File: config.mk
export PLATFORM = sky130hd
export DESIGN_NAME = dcache_miss_unit
export DESIGN_NICKNAME = d
export VERILOG_FILES = /design/src/hdl/miss_pkg.sv /design/src/hdl/line_queue.sv /design/src/hdl/load_table.sv /design/src/hdl/fill_engine.sv /design/src/hdl/dcache_miss_unit.sv
export VERILOG_INCLUDE_DIRS = /design/src /design/src/hdl
export SDC_FILE = /design/constraint.sdc
export NUM_CORES = 2
export LEC_CHECK = 0
export BUFFER_PORTS_ARGS = -buffer_cell sky130_fd_sc_hd__buf_4
export CORE_ASPECT_RATIO = 1.75
export CORE_MARGIN = 2
export CORE_UTILIZATION = 50
export DETAILED_ROUTE_END_ITERATION = 10
export HOLD_SLACK_MARGIN = 0.05
export PLACE_DENSITY = 0.7
export SYNTH_ARGS = -nofsm -noshare
export SYNTH_HDL_FRONTEND = slang
export SYNTH_SLANG_ARGS = --single-unit
File: constraint.sdc
create_clock -name clk -period 20.2 [get_ports clk]
set_clock_uncertainty 0.15 [all_clocks]
set_input_delay 2.02 -clock clk [delete_from_list [all_inputs] [get_ports clk]]
set_output_delay 2.02 -clock clk [all_outputs]
set_load 0.03 [all_outputs]
File: src/hdl/miss_params.svh
`ifndef MISS_PARAMS_SVH
`define MISS_PARAMS_SVH

// physical address and data word
`define ADDR_BITS 32
`define WORD_BITS 32

// line geometry
`define LINE_WORDS 4
`define WORD_OFFSET_BITS 2
`define WORD_BYTES (`WORD_BITS / 8)
`define BYTE_OFFSET_BITS 2
`define LINE_OFFSET_BITS (`WORD_OFFSET_BITS + `BYTE_OFFSET_BITS)

// queue depths
`define MISS_ENTRIES 4
`define LOAD_RECORDS 4

// load queue tag
`define LQ_TAG_BITS 5

`endif

File: src/hdl/miss_pkg.sv
`include "miss_params.svh"

package miss_pkg;

    typedef logic [`WORD_BITS-1:0] word_t;

    typedef word_t [`LINE_WORDS-1:0] line_data_t;

    // one enable per byte of the line
    typedef logic [`LINE_WORDS*`WORD_BYTES-1:0] line_mask_t;

    typedef logic [`ADDR_BITS-`LINE_OFFSET_BITS-1:0] line_addr_t;

    typedef logic [$clog2(`MISS_ENTRIES)-1:0] miss_idx_t;

    typedef logic [`WORD_OFFSET_BITS-1:0] word_sel_t;

    typedef logic [`LQ_TAG_BITS-1:0] lq_tag_t;

    typedef enum logic [2:0] {
        fill_idle,
        fill_request,
        fill_collect,
        fill_refill,
        fill_wake
    } fill_state_t;

endpackage

File: src/hdl/line_queue.sv
`timescale 1ns/1ns
`include "miss_params.svh"

module line_queue (
    input  logic                  clk,
    input  logic                  rst,
    input  logic                  load_req,
    input  logic [`ADDR_BITS-1:0] load_addr,
    input  logic                  store_req,
    input  logic [`ADDR_BITS-1:0] store_addr,
    input  miss_pkg::line_data_t  store_data,
    input  miss_pkg::line_mask_t  store_mask,
    input  logic                  record_free,
    input  logic                  fetch_busy,
    input  logic                  line_retire,
    output logic                  load_accept,
    output miss_pkg::miss_idx_t   load_idx,
    output logic                  load_full,
    output logic                  store_full,
    output logic                  head_valid,
    output miss_pkg::miss_idx_t   head_idx,
    output miss_pkg::line_addr_t  head_addr,
    output miss_pkg::line_data_t  head_data,
    output miss_pkg::line_mask_t  head_mask,
    output logic                  head_dirty
);
    localparam int COUNT_BITS = $clog2(`MISS_ENTRIES) + 1;

    logic [`MISS_ENTRIES-1:0] entry_valid;
    miss_pkg::line_addr_t     entry_addr [`MISS_ENTRIES];
    miss_pkg::line_data_t     entry_data [`MISS_ENTRIES];
    miss_pkg::line_mask_t     entry_mask [`MISS_ENTRIES];
    logic                     entry_dirty [`MISS_ENTRIES];

    miss_pkg::miss_idx_t      head;
    miss_pkg::miss_idx_t      tail;
    logic [COUNT_BITS-1:0]    free_count;

    miss_pkg::line_addr_t     load_line;
    miss_pkg::line_addr_t     store_line;
    logic                     ld_hit;
    miss_pkg::miss_idx_t      ld_hit_idx;
    logic                     ld_ok;
    logic                     ld_alloc;
    logic                     st_hit;
    miss_pkg::miss_idx_t      st_hit_idx;
    logic                     st_join_load;
    logic                     st_blocked;
    logic                     st_room;
    logic                     st_ok;
    logic                     st_alloc;
    miss_pkg::miss_idx_t      st_idx;
    miss_pkg::line_data_t     st_data;
    miss_pkg::line_mask_t     st_mask;

    assign load_line  = load_addr[`ADDR_BITS-1:`LINE_OFFSET_BITS];
    assign store_line = store_addr[`ADDR_BITS-1:`LINE_OFFSET_BITS];

    // a retiring head takes no new loads since its wake walk is over
    always_comb begin
        ld_hit     = 1'b0;
        ld_hit_idx = '0;
        st_hit     = 1'b0;
        st_hit_idx = '0;
        for (int i = 0; i < `MISS_ENTRIES; i++) begin
            if (entry_valid[i] && entry_addr[i] == load_line &&
                !(line_retire && miss_pkg::miss_idx_t'(i) == head)) begin
                ld_hit     = 1'b1;
                ld_hit_idx = miss_pkg::miss_idx_t'(i);
            end
            if (entry_valid[i] && entry_addr[i] == store_line) begin
                st_hit     = 1'b1;
                st_hit_idx = miss_pkg::miss_idx_t'(i);
            end
        end
    end

    assign ld_ok       = load_req && record_free && (ld_hit || free_count != '0);
    assign ld_alloc    = ld_ok && !ld_hit;
    assign load_accept = ld_ok;
    assign load_idx    = ld_hit ? ld_hit_idx : tail;

    // store to the line the load is opening this cycle
    assign st_join_load = ld_alloc && !st_hit && store_line == load_line;
    assign st_blocked   = st_hit && fetch_busy && st_hit_idx == head;
    assign st_room      = free_count > COUNT_BITS'(ld_alloc);
    assign st_ok        = store_req && !st_blocked && (st_hit || st_join_load || st_room);
    assign st_alloc     = st_ok && !st_hit && !st_join_load;
    assign st_idx       = st_hit ? st_hit_idx :
                          st_join_load ? tail : tail + miss_pkg::miss_idx_t'(ld_alloc);

    // byte merge of the store over what the entry already holds
    always_comb begin
        st_data = entry_data[st_idx];
        st_mask = st_hit ? (entry_mask[st_idx] | store_mask) : store_mask;
        for (int w = 0; w < `LINE_WORDS; w++) begin
            for (int b = 0; b < `WORD_BYTES; b++) begin
                if (store_mask[w*`WORD_BYTES + b]) begin
                    st_data[w][b*8 +: 8] = store_data[w][b*8 +: 8];
                end
            end
        end
    end

    always_ff @(posedge clk or negedge rst) begin
        if (!rst) begin
            entry_valid <= '0;
            head        <= '0;
            tail        <= '0;
            free_count  <= COUNT_BITS'(`MISS_ENTRIES);
            load_full   <= 1'b0;
            store_full  <= 1'b0;
        end else begin
            load_full  <= load_req && !ld_ok;
            store_full <= store_req && !st_ok;
            head       <= head + miss_pkg::miss_idx_t'(line_retire);
            tail       <= tail + miss_pkg::miss_idx_t'(ld_alloc) +
                          miss_pkg::miss_idx_t'(st_alloc);
            free_count <= free_count + COUNT_BITS'(line_retire) -
                          COUNT_BITS'(ld_alloc) - COUNT_BITS'(st_alloc);
            if (line_retire) begin
                entry_valid[head] <= 1'b0;
            end
            if (ld_alloc) begin
                entry_valid[tail] <= 1'b1;
            end
            if (st_alloc) begin
                entry_valid[st_idx] <= 1'b1;
            end
        end
    end

    // store write comes last so a joined store lands on the fresh entry
    always_ff @(posedge clk) begin
        if (ld_alloc) begin
            entry_addr[tail]  <= load_line;
            entry_mask[tail]  <= '0;
            entry_dirty[tail] <= 1'b0;
        end
        if (st_ok) begin
            entry_data[st_idx]  <= st_data;
            entry_mask[st_idx]  <= st_mask;
            entry_dirty[st_idx] <= 1'b1;
            if (st_alloc) begin
                entry_addr[st_idx] <= store_line;
            end
        end
    end

    assign head_valid = entry_valid[head];
    assign head_idx   = head;
    assign head_addr  = entry_addr[head];
    assign head_data  = entry_data[head];
    assign head_mask  = entry_mask[head];
    assign head_dirty = entry_dirty[head];

endmodule

File: src/hdl/load_table.sv
`timescale 1ns/1ns
`include "miss_params.svh"

module load_table (
    input  logic                  clk,
    input  logic                  rst,
    input  logic                  load_accept,
    input  miss_pkg::miss_idx_t   load_idx,
    input  logic [`ADDR_BITS-1:0] load_addr,
    input  miss_pkg::lq_tag_t     load_tag,
    input  miss_pkg::miss_idx_t   wake_idx,
    input  logic                  wake_take,
    output logic                  record_free,
    output logic                  pending_hit,
    output miss_pkg::lq_tag_t     pending_tag,
    output miss_pkg::word_sel_t   pending_sel
);
    localparam int SLOT_BITS = $clog2(`LOAD_RECORDS);

    logic [`LOAD_RECORDS-1:0] rec_valid;
    miss_pkg::miss_idx_t      rec_idx [`LOAD_RECORDS];
    miss_pkg::word_sel_t      rec_sel [`LOAD_RECORDS];
    miss_pkg::lq_tag_t        rec_tag [`LOAD_RECORDS];

    logic [SLOT_BITS-1:0]     free_slot;
    logic [SLOT_BITS-1:0]     take_slot;

    // lowest free slot and lowest waiter on the woken line
    always_comb begin
        free_slot   = '0;
        take_slot   = '0;
        pending_hit = 1'b0;
        for (int i = `LOAD_RECORDS - 1; i >= 0; i--) begin
            if (!rec_valid[i]) begin
                free_slot = SLOT_BITS'(i);
            end
            if (rec_valid[i] && rec_idx[i] == wake_idx) begin
                take_slot   = SLOT_BITS'(i);
                pending_hit = 1'b1;
            end
        end
    end

    assign record_free = !(&rec_valid);
    assign pending_tag = rec_tag[take_slot];
    assign pending_sel = rec_sel[take_slot];

    always_ff @(posedge clk or negedge rst) begin
        if (!rst) begin
            rec_valid <= '0;
        end else begin
            if (load_accept) begin
                rec_valid[free_slot] <= 1'b1;
            end
            if (wake_take) begin
                rec_valid[take_slot] <= 1'b0;
            end
        end
    end

    always_ff @(posedge clk) begin
        if (load_accept) begin
            rec_idx[free_slot] <= load_idx;
            rec_sel[free_slot] <= load_addr[`BYTE_OFFSET_BITS +: `WORD_OFFSET_BITS];
            rec_tag[free_slot] <= load_tag;
        end
    end

endmodule

File: src/hdl/fill_engine.sv
`timescale 1ns/1ns
`include "miss_params.svh"

module fill_engine (
    input  logic                  clk,
    input  logic                  rst,
    input  logic                  head_valid,
    input  miss_pkg::miss_idx_t   head_idx,
    input  miss_pkg::line_addr_t  head_addr,
    input  miss_pkg::line_data_t  head_data,
    input  miss_pkg::line_mask_t  head_mask,
    input  logic                  head_dirty,
    input  logic                  pending_hit,
    input  miss_pkg::lq_tag_t     pending_tag,
    input  miss_pkg::word_sel_t   pending_sel,
    input  logic                  bus_ar_ready,
    input  logic                  bus_r_valid,
    input  miss_pkg::word_t       bus_r_data,
    input  logic                  bus_r_last,
    output logic                  fetch_busy,
    output logic                  line_retire,
    output miss_pkg::miss_idx_t   wake_idx,
    output logic                  wake_take,
    output logic                  bus_ar_valid,
    output logic [`ADDR_BITS-1:0] bus_ar_addr,
    output logic                  refill_valid,
    output logic [`ADDR_BITS-1:0] refill_addr,
    output miss_pkg::line_data_t  refill_data,
    output logic                  refill_dirty,
    output logic                  resp_valid,
    output miss_pkg::lq_tag_t     resp_tag,
    output miss_pkg::word_t       resp_data
);
    miss_pkg::fill_state_t state;
    miss_pkg::word_sel_t   beat;
    miss_pkg::line_addr_t  fetch_line;
    miss_pkg::miss_idx_t   fetch_idx;
    miss_pkg::line_data_t  line_buf;
    miss_pkg::line_data_t  bus_line;
    miss_pkg::line_data_t  merged_line;
    logic                  line_dirty;
    logic                  beat_take;

    assign beat_take = bus_r_valid && state == miss_pkg::fill_collect;

    // bus words so far plus the current beat with stores on top
    always_comb begin
        bus_line       = line_buf;
        bus_line[beat] = bus_r_data;
        for (int w = 0; w < `LINE_WORDS; w++) begin
            for (int b = 0; b < `WORD_BYTES; b++) begin
                merged_line[w][b*8 +: 8] = head_mask[w*`WORD_BYTES + b] ?
                                           head_data[w][b*8 +: 8] : bus_line[w][b*8 +: 8];
            end
        end
    end

    always_ff @(posedge clk or negedge rst) begin
        if (!rst) begin
            state <= miss_pkg::fill_idle;
            beat  <= '0;
        end else begin
            case (state)
                miss_pkg::fill_idle: begin
                    if (head_valid) begin
                        state <= miss_pkg::fill_request;
                    end
                end
                miss_pkg::fill_request: begin
                    if (bus_ar_ready) begin
                        state <= miss_pkg::fill_collect;
                        beat  <= '0;
                    end
                end
                miss_pkg::fill_collect: begin
                    if (bus_r_valid) begin
                        beat <= beat + 1'b1;
                        if (bus_r_last) begin
                            state <= miss_pkg::fill_refill;
                        end
                    end
                end
                miss_pkg::fill_refill: begin
                    state <= miss_pkg::fill_wake;
                end
                miss_pkg::fill_wake: begin
                    // no waiter left on this line
                    if (!pending_hit) begin
                        state <= miss_pkg::fill_idle;
                    end
                end
                default: begin
                    state <= miss_pkg::fill_idle;
                end
            endcase
        end
    end

    always_ff @(posedge clk) begin
        if (state == miss_pkg::fill_idle && head_valid) begin
            fetch_line <= head_addr;
            fetch_idx  <= head_idx;
        end
        if (beat_take) begin
            if (bus_r_last) begin
                line_buf   <= merged_line;
                line_dirty <= head_dirty;
            end else begin
                line_buf[beat] <= bus_r_data;
            end
        end
    end

    assign fetch_busy   = state != miss_pkg::fill_idle;
    assign bus_ar_valid = state == miss_pkg::fill_request;
    assign bus_ar_addr  = {fetch_line, {`LINE_OFFSET_BITS{1'b0}}};

    assign refill_valid = state == miss_pkg::fill_refill;
    assign refill_addr  = {fetch_line, {`LINE_OFFSET_BITS{1'b0}}};
    assign refill_data  = line_buf;
    assign refill_dirty = line_dirty;

    // one waiter per cycle
    assign wake_idx    = fetch_idx;
    assign resp_valid  = state == miss_pkg::fill_wake && pending_hit;
    assign wake_take   = resp_valid;
    assign resp_tag    = pending_tag;
    assign resp_data   = line_buf[pending_sel];
    assign line_retire = state == miss_pkg::fill_wake && !pending_hit;

endmodule

File: src/hdl/dcache_miss_unit.sv
`timescale 1ns/1ns
`include "miss_params.svh"

module dcache_miss_unit (
    input  logic                  clk,
    input  logic                  rst,
    input  logic                  load_req,
    input  logic [`ADDR_BITS-1:0] load_addr,
    input  miss_pkg::lq_tag_t     load_tag,
    output logic                  load_full,
    input  logic                  store_req,
    input  logic [`ADDR_BITS-1:0] store_addr,
    input  miss_pkg::line_data_t  store_data,
    input  miss_pkg::line_mask_t  store_mask,
    output logic                  store_full,
    output logic                  bus_ar_valid,
    output logic [`ADDR_BITS-1:0] bus_ar_addr,
    input  logic                  bus_ar_ready,
    input  logic                  bus_r_valid,
    input  miss_pkg::word_t       bus_r_data,
    input  logic                  bus_r_last,
    output logic                  refill_valid,
    output logic [`ADDR_BITS-1:0] refill_addr,
    output miss_pkg::line_data_t  refill_data,
    output logic                  refill_dirty,
    output logic                  resp_valid,
    output miss_pkg::lq_tag_t     resp_tag,
    output miss_pkg::word_t       resp_data
);
    logic                 record_free;
    logic                 load_accept;
    miss_pkg::miss_idx_t  load_idx;
    logic                 head_valid;
    miss_pkg::miss_idx_t  head_idx;
    miss_pkg::line_addr_t head_addr;
    miss_pkg::line_data_t head_data;
    miss_pkg::line_mask_t head_mask;
    logic                 head_dirty;
    logic                 fetch_busy;
    logic                 line_retire;
    miss_pkg::miss_idx_t  wake_idx;
    logic                 wake_take;
    logic                 pending_hit;
    miss_pkg::lq_tag_t    pending_tag;
    miss_pkg::word_sel_t  pending_sel;

    line_queue i_line_queue (
        .clk         (clk),
        .rst         (rst),
        .load_req    (load_req),
        .load_addr   (load_addr),
        .store_req   (store_req),
        .store_addr  (store_addr),
        .store_data  (store_data),
        .store_mask  (store_mask),
        .record_free (record_free),
        .fetch_busy  (fetch_busy),
        .line_retire (line_retire),
        .load_accept (load_accept),
        .load_idx    (load_idx),
        .load_full   (load_full),
        .store_full  (store_full),
        .head_valid  (head_valid),
        .head_idx    (head_idx),
        .head_addr   (head_addr),
        .head_data   (head_data),
        .head_mask   (head_mask),
        .head_dirty  (head_dirty)
    );

    load_table i_load_table (
        .clk         (clk),
        .rst         (rst),
        .load_accept (load_accept),
        .load_idx    (load_idx),
        .load_addr   (load_addr),
        .load_tag    (load_tag),
        .wake_idx    (wake_idx),
        .wake_take   (wake_take),
        .record_free (record_free),
        .pending_hit (pending_hit),
        .pending_tag (pending_tag),
        .pending_sel (pending_sel)
    );

    fill_engine i_fill_engine (
        .clk          (clk),
        .rst          (rst),
        .head_valid   (head_valid),
        .head_idx     (head_idx),
        .head_addr    (head_addr),
        .head_data    (head_data),
        .head_mask    (head_mask),
        .head_dirty   (head_dirty),
        .pending_hit  (pending_hit),
        .pending_tag  (pending_tag),
        .pending_sel  (pending_sel),
        .bus_ar_ready (bus_ar_ready),
        .bus_r_valid  (bus_r_valid),
        .bus_r_data   (bus_r_data),
        .bus_r_last   (bus_r_last),
        .fetch_busy   (fetch_busy),
        .line_retire  (line_retire),
        .wake_idx     (wake_idx),
        .wake_take    (wake_take),
        .bus_ar_valid (bus_ar_valid),
        .bus_ar_addr  (bus_ar_addr),
        .refill_valid (refill_valid),
        .refill_addr  (refill_addr),
        .refill_data  (refill_data),
        .refill_dirty (refill_dirty),
        .resp_valid   (resp_valid),
        .resp_tag     (resp_tag),
        .resp_data    (resp_data)
    );

endmodule

== Yosys cells after proc, flatten, opt, wreduce, memory -nomap -nowiden ==
Memory sizes are Yosys's and may differ from the RTL's. A register that Yosys moved wholly into a read port is not among the register bits.
Index checks and enable logic that the tools add are counted.
Operators by class
  muxes and demuxes: 103
  bitwise gates (word level): 8
  order comparisons: 14
  $add $sub $neg: 7
  eq/ne operators: 42
  reduce and logical (&&, ||, !) cells: 83
Operator list (count)
  8-bit two-way mux: 32
  28-bit equality test: 9
  128-bit bitwise mux: 1
  128-bit two-way mux: 1
  32-bit binary-select mux with 2-bit select: 1
  32-bit demux with 2-bit select: 1
  32-bit two-way mux: 2
  1-bit logical AND: 43
  2-bit two-way mux: 17
  2-bit AND reduction: 17
  1-bit two-way mux: 29
  2-bit by 3-bit less-than comparator with 1-bit output, second input constant: 7
  4-bit two-way mux: 5
  16-bit two-way mux: 1
  1-bit inequality test, second input constant: 16
  16-bit bitwise OR: 1
  3-bit two-way mux: 5
  3-bit case mux with 5 select lines: 1
  2-bit by 1-bit >= comparator with 1-bit output, second input constant: 6
  1-bit zero test: 12
  4-bit bitwise OR: 3
  1-bit demux with 2-bit select: 5
  2-bit equality test: 5
  4-bit bitwise AND: 2
  23 further kinds: 35
Storage, ports and cells
  logic and storage cells: 278
  input bits: 252
  register bits after elaboration: 152
  output and inout port bits: 235
  bits in writable memories: 728
  memories kept: 7
Memories
  i_line_queue.entry_data: words 4, bits a word 128, rd ports 1, clocked after memory_dff 0, wr ports 1, line line_queue.sv:31  | miss_pkg::line_data_t entry_data [`MISS_ENTRIES];
  i_line_queue.entry_addr: words 4, bits a word 28, rd ports 5, clocked after memory_dff 1, wr ports 2, line line_queue.sv:30  | miss_pkg::line_addr_t entry_addr [`MISS_ENTRIES];
  i_line_queue.entry_mask: words 4, bits a word 16, rd ports 2, clocked after memory_dff 0, wr ports 2, line line_queue.sv:32  | miss_pkg::line_mask_t entry_mask [`MISS_ENTRIES];
  i_load_table.rec_tag: words 4, bits a word 5, rd ports 1, clocked after memory_dff 0, wr ports 1, line load_table.sv:23  | miss_pkg::lq_tag_t rec_tag [`LOAD_RECORDS];
  i_load_table.rec_idx: words 4, bits a word 2, rd ports 4, clocked after memory_dff 0, wr ports 1, line load_table.sv:21  | miss_pkg::miss_idx_t rec_idx [`LOAD_RECORDS];
  i_load_table.rec_sel: words 4, bits a word 2, rd ports 1, clocked after memory_dff 0, wr ports 1, line load_table.sv:22  | miss_pkg::word_sel_t rec_sel [`LOAD_RECORDS];
  +1 memories

== Longest topological paths before layout ==
An unclocked memory read counts as a cell.
  word-level depth: 29
  depth in mapped cells: 19
  depth with buffers taken out: 16

== By module ==
Synthesis repeated with hierarchy kept, for this count alone.
Second synthesis, totals
  cells, all modules: 2716
  area total of the unflattened synthesis: 43013.8 µm²
By module, submodules not included
  line_queue: times used 1, cells an instance 1871, area an instance 32105.8 µm²
  fill_engine: times used 1, cells an instance 728, area an instance 9117.5 µm²
  load_table: times used 1, cells an instance 117, area an instance 1790.5 µm²

== Worst setup path before layout ==
OpenSTA, ideal clock, no wires.
  kind: in2reg
  start: input bus_r_valid
  end: register i_fill_engine.line_dirty, in the netlist i_fill_engine.refill_dirty (read register of i_line_queue.entry_dirty) (enable)
  cell stages on the path: 3
  required time: 19.735 ns
  library setup time: 0.315 ns
  setup slack: 11.799 ns
  data arrival time: 7.936 ns
  buffers on the path: 0
  path through: nand2_1 -> nor2_1 -> and2_1
Between the ends
  longest elaborated chain between the ends: 2
Ends and longest elaborated chain
  from (decl): line dcache_miss_unit.sv:19  | input logic bus_r_valid,
  1-bit logical AND: line fill_engine.sv:44  | assign beat_take = bus_r_valid && state == miss_pkg::fill_collect;
  named net i_fill_engine.beat_take: line fill_engine.sv:42  | logic beat_take;
  2-bit AND reduction (no line)
  to (decl): line fill_engine.sv:41  | logic line_dirty;
The timed path passes the listed nets, and every way through them passes these cells.
A chain may end at the register's enable or synchronous reset.

==> metrics.md <==
| Metric | Value |
|---|---|
| Max Clock Freq | `0.1207 GHz` |
| Asr flop ratio synth | `roughly 2.4%` |
| CTS buffer count | `83` |
| R2R setup slack | `roughly 13000 ps` |
| Startpoint Class | `primary input` |
| Synth Area per Inst | `15.00 µm²` |
| Post-CTS Resized | `0` |
| Initial antenna violation count | `19` |
| Flops & latches, synth | `909` |
| Max IR drop VDD | `0.1428 mV` |
| Starting Density | `50.45%` |
| Drt pass-1 iters | `8` |
| Skew-Pair Late Insertion Delay | `670 ps` |
| Worst-path cell chain | `buf_4, xnor2_1, nand4_1, nor4_1, and3_1, nand2_1, and3_1, ha_1, o21ai_0, nand2_1, nor3b_4, and4_4, nand2b_2` |
| First-pass GRT wire length | `191900 µm` |
| Total GRT Usage | `30.82%` |
| Antenna viol nets, final | `0` |
| Worst EP required | `20340 ps` |
| Run status | `finished, final reports clean` |
| Routability cong. | `1.058` |
| Root Buffer | `clkbuf_16` |
| Fin crit period | `slightly above 8000 ps` |
| Slowest cell on crit path | `nor4_1` |
| Global routing's busiest layer | `met2` |
| Total Wirelength | `~140000 µm` |
| DRT iter0 DRCs | `between 1500 and 2000` |
| # IOs | `about 500` |
| RR Endpoint | `i_line_queue.entry_addr[3][27]` |
| Pins Over Slew Limit | `0` |
| RSZ-0062 raised after global routing | `false` |
| Die span in y | `390.3 µm` |
| CP endpoint kind | `register` |
| Hold_buf cts | `0` |
| Via density | `6.165` |
| Met2 usage | `between 50% and 60%` |
| Critical Path Fanout Max | `30` |
| Pwr Density | `155.0 nW/µm²` |
| Final period util | `41.03%` |
| Grt total ovfl | `0` |
| Post-synthesis cell count | `2842` |
| Mapped Area | `~43000 µm²` |
| Final Setup Violations | `0` |
| Max incr delay on CP | `1060 ps` |
| Hold Path End | `i_line_queue.entry_dirty[2]` |
| Reg2Reg Depth | `12` |
| Std cell rows | `around 140` |
| Die W | `224.7 µm` |
| Pre-CTS WS | `11890 ps` |
| Max clock buf depth | `3` |
| Core area | `84500 µm²` |
| Min-Delay Path Class | `register to register` |
| Hold Fails Final Rpt | `0` |
| Delay-heaviest family, CP | `simple AND/OR/NAND/NOR gates` |
| EDFF count, synth | `883` |
| Die area | `87710 µm²` |
| Hold Startpoint | `i_line_queue.entry_dirty[2]` |
| Vias in the first global route | `around 28000` |
| Setup TNS | `0 ps` |
| Sequential-to-total area share from yosys stat | `between 60% and 70%` |
| Global Route met3 Usage | `5.734%` |
| Hold Crit Depth | `1` |
| Area grow syn2layout | `15.94%` |
| Tightest Pin Transition | `~1300 ps` |
| Largest net degree at the start of global routing | `73` |
| HPWL Detailed | `98780 µm` |
| Port buffer count | `472` |
| MaxCap Viol Count | `0` |
| Routed vias | `26790` |
| Share of cells above drive strength 1 | `28.91%` |
| Final #Nets | `around 3500` |
| Worst Path Buf+Inv | `1` |
| Reg2reg start | `i_line_queue.entry_addr[0][11]` |
| Residual DRC | `0` |
| Static Leak | `approximately 17 nW` |
| H-tree Lvls | `3` |
| Synth Flop Type | `edfxtp_1` |
| CTS tree | `done` |
| GR Util met1 | `a little under a third` |
| Arrival time worst endpoint | `about 8400 ps` |
| Clock-pin slew on the worst setup and hold paths | `60 ps` |
| Worst relative slew slack | `between 10% and 20%` |
| TritonCTS Sinks | `between 900 and 1000` |
| Synth warn | `0` |
| Yosys cell types | `71` |
| Final setup margin | `11910 ps` |
| CP Class | `primary input to register` |
| Setup Fix Bufs, Post-CTS | `0` |
| Avg WL per Cell | `just over 30 µm` |
-- how the worst max path moves through the flow --
stage               slack [ps]     startpoint  cells past startpoint                        endpoint
floorplan                11800    bus_r_valid                      3      i_fill_engine.refill_dirty
global placement         11900  load_addr[30]                     13   i_line_queue.entry_addr[3][5]
detailed placement       11890  load_addr[15]                     13   i_line_queue.entry_addr[3][6]
CTS                      12570  load_addr[30]                     13   i_line_queue.entry_addr[3][9]
global route             11840  load_addr[15]                     13   i_line_queue.entry_addr[3][0]
finish                   11910  load_addr[15]                     13  i_line_queue.entry_addr[3][27]
-- flip-flops by register name (all words and copies together) (netlist names), 4 cells and up --
register                   count
i_fill_engine.fetch_line      28
i_fill_engine.refill_data    128
i_line_queue.entry_addr      112
i_line_queue.entry_data      512
i_line_queue.entry_dirty       4
i_line_queue.entry_mask       64
i_line_queue.entry_valid       4
i_load_table.rec_idx           8
i_load_table.rec_sel           8
i_load_table.rec_tag          20
i_load_table.rec_valid         4
-- report_power, final --
| part | switching (mW) | total [mW] | internal (mW) |
|---|---|---|---|
| Sequential | 0.261 | 2.89 | 2.63 |
| Clock | 0.715 | 1.56 | 0.845 |
| Combinational | 2.07 | 3.21 | 1.14 |
| Total | 3.05 | 7.66 | 4.62 |
-- area by class of cell --
cell class	count	area [µm²]
Clock buffer	94	2171
Tap cell	1072	1341
Antenna cell	12	30.03
Timing Repair Buffer	499	3746
Inverter	26	97.59
Clock inverter	51	483.0
Fill cell	6567	35080
Multi-Input combinational cell	1683	14400
Sequential cell	909	27150
-- cell families (layout without fill, tap and decap cells) --
logic type               count (synthesis)  after routing  synth area share, %
AND/OR/NAND/NOR                        650            650                7.639
adder cells (fa/ha/maj)                 11             11               0.3404
other                                    1             20             0.008796
multiplexers                           417            417                15.23
flip-flops                             909            909                63.68
buffers and inverters                  257            670                2.797
XOR/XNOR                               268            268                5.506
AO/OA/AOI/OAI                          329            329                4.804
-- layer usage --
metal / part of all wire, % / up-vias
met5: 0.080 / -
met4: 8.8 / 16
met3: 6.2 / 395
met2: 52 / 1148
met1: 33 / 13610
li1: - / 11630
-- stage by stage --
stage	total power, mW	util, %	instances	hold slack, ps	instance area (µm²)
after floorplan	4.969	-	2849	271.1	42660
after global placement	6.065	55.31	4189	279.4	46740
after detailed placement	6.133	55.31	4189	295.8	46740
after CTS	7.689	58.46	4334	309.6	49400
after global routing	7.955	58.48	4341	329.5	49410
final	7.663	58.49	4346	311.6	49430
-- Yosys cell counts, drive strengths merged, types with 7 or more instances --
master    n  area (µm²)
edfxtp  883       26520
nor2    218       825.8
mux4    174        3919
a21oi   153       765.7
xnor2   153        1340
nand2   132       495.5
mux2i   130        1301
clkbuf  126       473.0
xor2    115        1007
mux2    113        1272
buf     105       621.8
and2     99       619.3
nand4    67       419.2
nor4     52       337.8
a31oi    50       312.8
a211oi   38       290.3
inv      26       97.59
dfrtp    21       525.5
o21ai    21       105.1
nand3    19       95.09
a22oi    16       120.1
a31o     15       131.4
or4      14       108.9
and3     10       62.56
ha       10       125.1
nor3      8       40.04
a21o      7       52.55
and4      7       66.31
-- worst register-to-register path, stage by stage, from the launching register on --
cell,delay [ps]
edfxtp_1,490
xnor2_1,920
nand4_1,220
nor4_1,1060
and3_1,380
nand2_1,240
and3_1,340
ha_1,320
o21ai_0,450
nand2_1,180
nor3b_4,450
and4_4,750
nand2b_2,940
-- cell usage in the layout (no fill, tap or decap), types with 96 or more instances in the layout --
cell type  count
edfxtp_1     883
mux4_2       174
mux2_2        96
nand2_1      130
a21oi_1      153
buf_4        499
xor2_1       115
xnor2_1      153
nor2_1       216
mux2i_1      130
and2_1        98
Power figures use the tool's default switching activity.
